**src/logic/xgmii_rx_pkg.sv**
```systemverilog
// ******************************
// xgmii rx package
// widths, XGMII control codes, MAC constants
// and the structs shared by the receive MAC
// ******************************
package xgmii_rx_pkg;

	typedef logic [63:0] xgmii_data_t;	// lane k is byte k
	typedef logic [7:0]  xgmii_ctrl_t;	// one control bit per lane
	typedef logic [47:0] mac_addr_t;	// 47:40 is first byte on the wire
	typedef logic [15:0] byte_cnt_t;
	typedef logic [31:0] stat_cnt_t;
	typedef logic [13:0] pkt_size_t;
	typedef logic [7:0]  lane_mask_t;

	// lane control characters
	localparam logic [7:0] XGMII_START = 8'hfb;
	localparam logic [7:0] XGMII_TERM  = 8'hfd;
	localparam logic [7:0] XGMII_ERROR = 8'hfe;

	localparam mac_addr_t   MAC_PAUSE_DA   = 48'h0180_c200_0001;
	localparam logic [15:0] ETYPE_MAC_CTRL = 16'h8808;
	localparam logic [15:0] PAUSE_OPCODE   = 16'h0001;
	localparam logic [24:0] MCAST_OUI      = {24'h01005e, 1'b0};	// ipv4 mcast prefix

	typedef struct packed {
		xgmii_data_t data;
		lane_mask_t  valid;
		logic        first;		// first data beat after start
		logic        last;		// terminate beat
		logic        link_err;
	} rx_beat_t;

	typedef struct packed {
		mac_addr_t station_addr;
		logic      bcast_en;
		logic      mcast_en;
		logic      pmode;
	} addr_cfg_t;

	typedef struct packed {
		logic accept;
		logic is_bcast;
		logic is_mcast;
		logic is_pause_da;
	} addr_verdict_t;

	typedef struct packed {
		stat_cnt_t link_err;
		stat_cnt_t oversize;
		stat_cnt_t bcast;
		stat_cnt_t mcast;
	} frame_counts_t;

	typedef struct packed {
		xgmii_data_t data;
		lane_mask_t  be;
		logic        start;
		logic        end_;
		logic        we;
	} pkt_beat_t;

endpackage

```
**src/logic/xgmii_lane_decoder.sv**
```systemverilog
// ******************************
// xgmii lane decoder
// registers the XGMII word, decodes start,
// terminate and error lanes and delimits frames
// ******************************
module xgmii_lane_decoder (
	input  logic                      clk156,
	input  logic                      rst_,
	input  logic                      rx_enable,
	input  xgmii_rx_pkg::xgmii_data_t rxd,
	input  xgmii_rx_pkg::xgmii_ctrl_t rxc,
	output xgmii_rx_pkg::rx_beat_t    beat
);
	import xgmii_rx_pkg::*;

	typedef enum logic {idle, in_frame} rx_state_t;

	rx_state_t   state;
	xgmii_data_t rxd_q;
	xgmii_ctrl_t rxc_q;
	lane_mask_t  is_term;
	lane_mask_t  is_err;
	lane_mask_t  data_mask;
	logic        term_seen;
	logic        is_start;
	logic        in_data;		// word belongs to the frame body
	logic        first_pend;

	always_ff @(posedge clk156)
	begin
		rxd_q <= rxd;
		rxc_q <= rxc;
	end

	// start only appears on lane 0 with aligned lanes
	assign is_start = rxc_q[0] && (rxd_q[7:0] == XGMII_START);
	assign in_data  = (state == in_frame) && !is_start;

	always_comb
	begin
		term_seen = 1'b0;
		for (int i = 0; i < 8; i++)
		begin
			is_term[i]   = rxc_q[i] && (rxd_q[8*i +: 8] == XGMII_TERM);
			is_err[i]    = rxc_q[i] && (rxd_q[8*i +: 8] == XGMII_ERROR);
			term_seen    = term_seen || is_term[i];
			data_mask[i] = !rxc_q[i] && !term_seen;	// lanes below terminate only
		end
	end

	always_ff @(posedge clk156)
	begin
		beat.data <= rxd_q;
		if (!rst_ || !rx_enable)
		begin
			state         <= idle;
			first_pend    <= 1'b0;
			beat.valid    <= '0;
			beat.first    <= 1'b0;
			beat.last     <= 1'b0;
			beat.link_err <= 1'b0;
		end
		else
		begin
			beat.valid    <= in_data ? data_mask : '0;
			beat.first    <= in_data && first_pend;
			beat.last     <= in_data && (|is_term);
			beat.link_err <= in_data && (|is_err);

			if (is_start)
			begin
				state      <= in_frame;
				first_pend <= 1'b1;	// next word is the first data beat
			end
			else if (state == in_frame)
			begin
				first_pend <= 1'b0;
				if (|is_term)
					state <= idle;
			end
		end
	end

endmodule

```
**src/logic/mac_addr_filter.sv**
```systemverilog
// ******************************
// destination address filter
// classifies the first beat and decides accept
// ******************************
module mac_addr_filter (
	input  logic                        clk156,
	input  logic                        rst_,
	input  xgmii_rx_pkg::rx_beat_t      beat,
	input  xgmii_rx_pkg::addr_cfg_t     cfg,
	output xgmii_rx_pkg::addr_verdict_t verdict,
	output logic                        verdict_vld
);
	import xgmii_rx_pkg::*;

	mac_addr_t da;
	logic      hit_station;
	logic      hit_bcast;
	logic      hit_mcast;
	logic      hit_pause;

	// lane 0 carries the first address byte
	assign da = {beat.data[7:0], beat.data[15:8], beat.data[23:16],
		beat.data[31:24], beat.data[39:32], beat.data[47:40]};

	assign hit_station = (da == cfg.station_addr);
	assign hit_bcast   = &da;
	assign hit_mcast   = (da[47:23] == MCAST_OUI);
	assign hit_pause   = (da == MAC_PAUSE_DA);

	always_ff @(posedge clk156)
	begin
		if (!rst_)
		begin
			verdict_vld <= 1'b0;
			verdict     <= '0;
		end
		else
		begin
			verdict_vld <= beat.first;
			if (beat.first)
			begin
				verdict.is_bcast    <= hit_bcast;
				verdict.is_mcast    <= hit_mcast;
				verdict.is_pause_da <= hit_pause;
				// pause frames are consumed by the MAC
				verdict.accept      <= !hit_pause && (hit_station || cfg.pmode ||
					(hit_bcast && cfg.bcast_en) || (hit_mcast && cfg.mcast_en));
			end
		end
	end

endmodule

```
**src/logic/pause_frame_detect.sv**
```systemverilog
// ******************************
// pause frame detect
// picks ethertype, opcode and quanta and
// holds the pause request until acknowledged
// ******************************
module pause_frame_detect (
	input  logic                        clk156,
	input  logic                        rst_,
	input  xgmii_rx_pkg::rx_beat_t      beat,
	input  xgmii_rx_pkg::addr_verdict_t verdict,
	input  logic                        pause_en,
	input  logic                        rx_pack,
	output logic                        rx_pause,
	output logic [15:0]                 rx_pvalue
);
	import xgmii_rx_pkg::*;

	logic [1:0]  beat_idx;		// saturates at 3
	logic [15:0] etype;
	logic [15:0] opcode;
	logic [15:0] quanta;
	logic        err_q;
	logic        frame_err;
	logic        pause_hit;

	assign frame_err = (err_q && !beat.first) || beat.link_err;

	always_ff @(posedge clk156)
	begin
		if ((|beat.valid) && !beat.first && (beat_idx == 2'd1))
		begin
			etype  <= {beat.data[39:32], beat.data[47:40]};	// lane 4 high byte
			opcode <= {beat.data[55:48], beat.data[63:56]};
		end
		if ((|beat.valid) && (beat_idx == 2'd2))
			quanta <= {beat.data[7:0], beat.data[15:8]};
		if (pause_hit)
			rx_pvalue <= quanta;
	end

	always_ff @(posedge clk156)
	begin
		if (!rst_)
		begin
			beat_idx  <= 2'd3;
			err_q     <= 1'b0;
			pause_hit <= 1'b0;
			rx_pause  <= 1'b0;
		end
		else
		begin
			if (beat.first)
				beat_idx <= 2'd1;
			else if ((|beat.valid) && (beat_idx != 2'd3))
				beat_idx <= beat_idx + 2'd1;

			err_q     <= frame_err;
			pause_hit <= beat.last && verdict.is_pause_da && pause_en && !frame_err &&
				(etype == ETYPE_MAC_CTRL) && (opcode == PAUSE_OPCODE);
			rx_pause  <= rx_pause ? !rx_pack : pause_hit;	// held until ack
		end
	end

endmodule

```
**src/logic/rx_frame_stats.sv**
```systemverilog
// ******************************
// rx frame statistics
// byte count per frame, oversize check and
// the event counters with clear
// ******************************
module rx_frame_stats (
	input  logic                        clk156,
	input  logic                        rst_,
	input  xgmii_rx_pkg::rx_beat_t      beat,
	input  xgmii_rx_pkg::addr_verdict_t verdict,
	input  xgmii_rx_pkg::pkt_size_t     max_pkt_size,
	input  logic                        stat_clr,
	output xgmii_rx_pkg::byte_cnt_t     nbytes,
	output logic                        nbytes_vld,
	output xgmii_rx_pkg::frame_counts_t counts
);
	import xgmii_rx_pkg::*;

	byte_cnt_t  acc;
	byte_cnt_t  frame_bytes;
	logic [3:0] lane_cnt;
	logic       err_q;
	logic       frame_err;
	logic       oversize;

	function automatic logic [3:0] count_lanes(input lane_mask_t m);
		logic [3:0] n;
		n = 4'd0;
		for (int i = 0; i < 8; i++)
			n = n + {3'b000, m[i]};
		return n;
	endfunction

	assign lane_cnt    = count_lanes(beat.valid);
	assign frame_bytes = (beat.first ? 16'h0000 : acc) + {12'h000, lane_cnt};
	assign frame_err   = (err_q && !beat.first) || beat.link_err;
	assign oversize    = frame_bytes > {2'b00, max_pkt_size};	// includes fcs

	always_ff @(posedge clk156)
	begin
		if (beat.last)
			nbytes <= frame_bytes;
	end

	always_ff @(posedge clk156)
	begin
		if (!rst_)
		begin
			acc        <= '0;
			err_q      <= 1'b0;
			nbytes_vld <= 1'b0;
			counts     <= '0;
		end
		else
		begin
			acc        <= frame_bytes;	// idle beats add nothing
			err_q      <= frame_err;
			nbytes_vld <= beat.last;

			// clear beats a same-cycle increment
			if (stat_clr)
				counts <= '0;
			else if (beat.last)
			begin
				counts.link_err <= counts.link_err + {31'd0, frame_err};
				counts.oversize <= counts.oversize + {31'd0, oversize};
				counts.bcast    <= counts.bcast + {31'd0, verdict.is_bcast};
				counts.mcast    <= counts.mcast + {31'd0, verdict.is_mcast};
			end
		end
	end

endmodule

```
**src/logic/rx_pkt_stream.sv**
```systemverilog
// ******************************
// rx packet stream
// holds beats until the address verdict and
// emits accepted frames with byte enables
// ******************************
module rx_pkt_stream (
	input  logic                        clk156,
	input  logic                        rst_,
	input  logic                        rx_enable,
	input  xgmii_rx_pkg::rx_beat_t      beat,
	input  xgmii_rx_pkg::addr_verdict_t verdict,
	input  logic                        verdict_vld,
	output xgmii_rx_pkg::pkt_beat_t     pkt
);
	import xgmii_rx_pkg::*;

	rx_beat_t s1;			// one beat behind the decoder
	logic     acc_q;
	logic     accept_now;
	logic     s1_bytes;
	logic     next_empty_term;

	// verdict lines up with the first beat in s1
	assign accept_now      = verdict_vld ? verdict.accept : acc_q;
	assign s1_bytes        = |s1.valid;
	assign next_empty_term = beat.last && !(|beat.valid);	// terminate on lane 0

	always_ff @(posedge clk156)
	begin
		pkt.data <= s1.data;
		pkt.be   <= s1.valid;
	end

	always_ff @(posedge clk156)
	begin
		if (!rst_ || !rx_enable)
		begin
			s1.valid  <= '0;
			s1.first  <= 1'b0;
			s1.last   <= 1'b0;
			acc_q     <= 1'b0;
			pkt.start <= 1'b0;
			pkt.end_  <= 1'b0;
			pkt.we    <= 1'b0;
		end
		else
		begin
			s1        <= beat;
			acc_q     <= accept_now;
			pkt.we    <= accept_now && s1_bytes;
			pkt.start <= accept_now && s1.first;
			// end lands on the last beat that carries bytes
			pkt.end_  <= accept_now && s1_bytes && (s1.last || next_empty_term);
		end
	end

endmodule

```
**src/logic/xgmii_rx_mac.sv**
```systemverilog
// ******************************
// 10G receive MAC top
// XGMII decode, address filter, pause,
// statistics and packet stream
// ******************************
module xgmii_rx_mac (
	input  logic                        clk156,
	input  logic                        rst_,
	input  logic                        rx_enable,
	input  xgmii_rx_pkg::xgmii_data_t   rxd,
	input  xgmii_rx_pkg::xgmii_ctrl_t   rxc,
	input  xgmii_rx_pkg::addr_cfg_t     cfg,
	input  logic                        pause_en,
	input  xgmii_rx_pkg::pkt_size_t     max_pkt_size,
	input  logic                        rx_pack,
	input  logic                        stat_clr,
	output xgmii_rx_pkg::pkt_beat_t     pkt,
	output logic                        rx_pause,
	output logic [15:0]                 rx_pvalue,
	output xgmii_rx_pkg::byte_cnt_t     nbytes,
	output logic                        nbytes_vld,
	output xgmii_rx_pkg::frame_counts_t counts
);
	import xgmii_rx_pkg::*;

	rx_beat_t      beat;
	addr_verdict_t verdict;
	logic          verdict_vld;

	xgmii_lane_decoder u_decoder (
		.clk156    (clk156),
		.rst_      (rst_),
		.rx_enable (rx_enable),
		.rxd       (rxd),
		.rxc       (rxc),
		.beat      (beat)
	);

	mac_addr_filter u_filter (
		.clk156      (clk156),
		.rst_        (rst_),
		.beat        (beat),
		.cfg         (cfg),
		.verdict     (verdict),
		.verdict_vld (verdict_vld)
	);

	pause_frame_detect u_pause (
		.clk156    (clk156),
		.rst_      (rst_),
		.beat      (beat),
		.verdict   (verdict),
		.pause_en  (pause_en),
		.rx_pack   (rx_pack),
		.rx_pause  (rx_pause),
		.rx_pvalue (rx_pvalue)
	);

	rx_frame_stats u_stats (
		.clk156       (clk156),
		.rst_         (rst_),
		.beat         (beat),
		.verdict      (verdict),
		.max_pkt_size (max_pkt_size),
		.stat_clr     (stat_clr),
		.nbytes       (nbytes),
		.nbytes_vld   (nbytes_vld),
		.counts       (counts)
	);

	rx_pkt_stream u_stream (
		.clk156      (clk156),
		.rst_        (rst_),
		.rx_enable   (rx_enable),
		.beat        (beat),
		.verdict     (verdict),
		.verdict_vld (verdict_vld),
		.pkt         (pkt)
	);

endmodule

```
**config.mk**
```make
export PLATFORM = sky130hd
export DESIGN_NAME = xgmii_rx_mac
export DESIGN_NICKNAME = d
export VERILOG_FILES = /design/src/logic/xgmii_rx_pkg.sv /design/src/logic/xgmii_lane_decoder.sv /design/src/logic/mac_addr_filter.sv /design/src/logic/pause_frame_detect.sv /design/src/logic/rx_frame_stats.sv /design/src/logic/rx_pkt_stream.sv /design/src/logic/xgmii_rx_mac.sv
export SDC_FILE = /design/constraint.sdc
export NUM_CORES = 1
export LEC_CHECK = 0
export BUFFER_PORTS_ARGS = -buffer_cell sky130_fd_sc_hd__buf_2
export CELL_PAD_IN_SITES_DETAIL_PLACEMENT = 1
export CELL_PAD_IN_SITES_GLOBAL_PLACEMENT = 1
export CORE_MARGIN = 2
export CORE_UTILIZATION = 39
export DETAILED_ROUTE_END_ITERATION = 12
export GPL_ROUTABILITY_DRIVEN = 0
export PLACE_DENSITY = 0.79
export SETUP_SLACK_MARGIN = 0.2
export SLEW_MARGIN = 20
export SYNTH_ARGS = -nofsm -noshare
export SYNTH_HDL_FRONTEND = slang
export SYNTH_SLANG_ARGS = --single-unit
```
**constraint.sdc**
```tcl
create_clock -name clk156 -period 6.1 [get_ports clk156]
set_input_delay 1.83 -clock clk156 [delete_from_list [all_inputs] [get_ports clk156]]
set_output_delay 1.83 -clock clk156 [all_outputs]
set_load 0.05 [all_outputs]
```
==> out/qor.txt <==
crit path max fanout: 7
Metal-1 WL: 20.90 mm
DR top layer: met5
DR WL/cell: 20.98 um
nets@finish: 2084
Root Buffer: clkbuf_16
drt first pass iters: 4
grt ovf: 0
drt initial violations: 622
Avg Inst Size Synth: 12.33 um2
num ports: 380
most common cell after layout, fill and taps aside: dfxtp_1
clock latency on the worst-skew pair: 0.63 ns
Unique masters post-synth: 52
Ys Warns: 0
Hold Vio Cnt, Final: 0
die area: 47320 um2
Setup crit start: u_decoder.beat[3]
Total GRT Usage: 0.2209
antenna violations before repair: 8
Crit. End Element: flip-flop
CP Class: flip-flop to flip-flop
layout cells sized above 1: 0.3018
CTS buffer count: 54
clock slew seen by the registers of the worst setup and hold paths: 0.06 ns
WL final: 53.54 mm
crit path capture: u_stats.counts[89]
Post-synth EDFFs: 144
power per cell area: 321.4 nW/um2
Setup WS post-layout: -0.3399 ns
FFs w/ async S/R, synth: 0
first-pass GRT wire length: 80.37 mm
CP required: 6.61 ns
routed vias: 12899
RR Startpoint: u_decoder.beat[3]
crit path DAT: 6.95 ns
mapped cell area: 17780 um2
sequential-to-total area share from yosys stat: 0.6833
Crit-path slowest cell: fa_1
Die X: 217.5 um
met3 WL: 3.509 mm
Residual DRC: 0
hold crit path type: flip-flop to flip-flop
met2 wire len: 27.38 mm
Multi-input gate area: 5647 um2
vias per inst: 5.054
register area: 12160 um2
max-slew violations: 0
period utilisation layout: 1.056
min cycle time layout: 6.440 ns
Reg2Reg Setup Slack: -0.34 ns
Port Buf Inserts: 379
Chip Height: 217.5 um
Worst slew margin: 0.3643
synthesized flop and latch total: 535
final setup fails: 26
Post-Syn Instances: 1442
Max Root-Sink Buffers: 3
FMAX: 0.1553 GHz
RSZ-0062 raised after global routing: true
failing checks: negative setup slack
max_cap viols: 0
synthesis-to-finish area growth: 28.93%
post-route ant nets: 0
placed instance count: 2425
Peak supply drop: 0.0003032 V
R2R Path End: u_stats.counts[89]
Worst Skew: 0.06053 ns
H-tree depth: 2
initial core utilization: 0.3936
Finished Layout Cells: 2552
worst-case hold slack: 0.3348 ns
worst slack, placed: -0.4790 ns
vias in the first global route: 13853
ys flop type: dfxtp_1
CP max stage delay: 0.51 ns
row count: 78
core region area: 45190 um2
status: finished, violations left
CTS tree: done
Startpoint Class: flip-flop
most frequent cells in the layout: dfxtp_1 (388), buf_2 (379), nor2_1 (148)
R2R cell count: 28
Fillers: 4817
syn nets: 1623
largest net degree at the start of global routing: 84
clock sinks: 535
utilization after layout: 0.5074
Worst Tran Pin Value: 0.9448 ns
leakage power: 9.332 nW
Detail Placement HPWL: 38.55 mm
## kinds of logic after synthesis
group,synth area share
DFF,0.6833
and+or+nand+nor,0.1573
xor gates and xnor gates,0.07732
AOI/OAI and AO/OA,0.02849
buffers and inverters,0.01682
adders and majority gates,0.02885
muxes,0.007950
## through the flow
step                      power (W)  TNS, ns  area (um2)
after floorplan            0.003930  -0.1387       17850
after global placement     0.004043   -1.808       20650
after detailed placement   0.004055   -8.543       20650
after CTS                  0.007447   -5.130       22770
after global routing       0.007596   -14.85       22920
final                      0.007370   -6.728       22930
## layout make-up
| cell class | count | share of cell area |
|---|---|---|
| inverter | 53 | 0.008677 |
| multi-input combinational | 828 | 0.2463 |
| clock inverter | 23 | 0.01271 |
| timing repair buffer | 431 | 0.1016 |
| antenna | 4 | 0.0004366 |
| tap | 600 | 0.03274 |
| sequential | 535 | 0.5302 |
| clock buffer | 78 | 0.06739 |
## synthesized netlist by cell type (6+ instances only)
cell type  number  share of area
or4_1           6         0.0025
or3_1          26         0.0091
a21oi_1        36          0.010
inv_1          52          0.011
nor2b_1        19         0.0067
mux2i_1        13         0.0073
nor3_1         16         0.0045
dfxtp_1       391           0.44
and4_1         11         0.0054
nor4_1         27         0.0095
o21ai_0        28         0.0079
ha_1           33          0.023
clkbuf_1       22         0.0046
and3_1         31          0.011
nand4_1        71          0.025
nand2_1        71          0.015
nand3_1        53          0.015
xor2_1         75          0.037
xnor2_1        82          0.040
nor2_1        152          0.032
edfxtp_1      144           0.24
and2_1         22         0.0077
## metal layers
metal / up-vias / GRT usage
li1: 5963 / -
met1: 6374 / 0.2537
met2: 427 / 0.3970
met3: 125 / 0.05258
met4: 10 / 0.08333
met5: - / 0
## what timing repair did
| item | in CTS | in global routing |
|---|---|---|
| resized for setup | 38 | 19 |
| hold buffers | 0 | 0 |
| pin swaps | 26 | 5 |
| cloned | 0 | 0 |
| buffers inserted | 14 | 8 |
| setup endpoints to repair | 31 | 31 |
## where the power goes
group	leakage (nW)	internal [W]	switching (W)	total [W]
clock network	0.897	0.00195	0.00143	0.00338
registers	4.57	0.00371	0.0000724	0.00379
logic	3.86	0.0000736	0.000125	0.000198
## worst max-delay path, delay by kind of cell, from the launching register on
kind                       cells  cell delay, ns
AOI/OAI and AO/OA              6            0.98
xor gates and xnor gates       1            0.21
adders and majority gates      8            2.88
buffers and inverters          4            0.33
DFF                            1            0.34
and+or+nand+nor                9            1.57
## worst min-delay path by stage
stage / cells past startpoint / from / slack, ns / end
floorplan: 0 / u_stream.s1[11] / 0.32 / u_stream.pkt[11]
global placement: 0 / u_stream.s1[15] / 0.33 / u_stream.pkt[15]
detailed placement: 0 / u_stream.s1[72] / 0.33 / u_stream.pkt[72]
CTS: 0 / u_stream.s1[72] / 0.34 / u_stream.pkt[72]
global route: 0 / u_stream.s1[18] / 0.35 / u_stream.pkt[18]
finish: 0 / u_stream.s1[72] / 0.33 / u_stream.pkt[72]
## flip-flops by register name (all words and copies together), names as in the netlist, 2 cells and up
| register | count |
|---|---|
| u_stats.counts | 128 |
| u_decoder.beat | 75 |
| u_stream.pkt | 75 |
| u_stream.s1 | 74 |
| u_decoder.rxd_q | 64 |
| u_pause.etype | 16 |
| u_pause.opcode | 16 |
| u_pause.quanta | 16 |
| u_pause.rx_pvalue | 16 |
| u_stats.acc | 16 |
| u_stats.nbytes | 16 |
| u_decoder.rxc_q | 8 |
| u_filter.verdict | 4 |
| u_pause.beat_idx | 2 |
(Power assumes the default switching activity.)
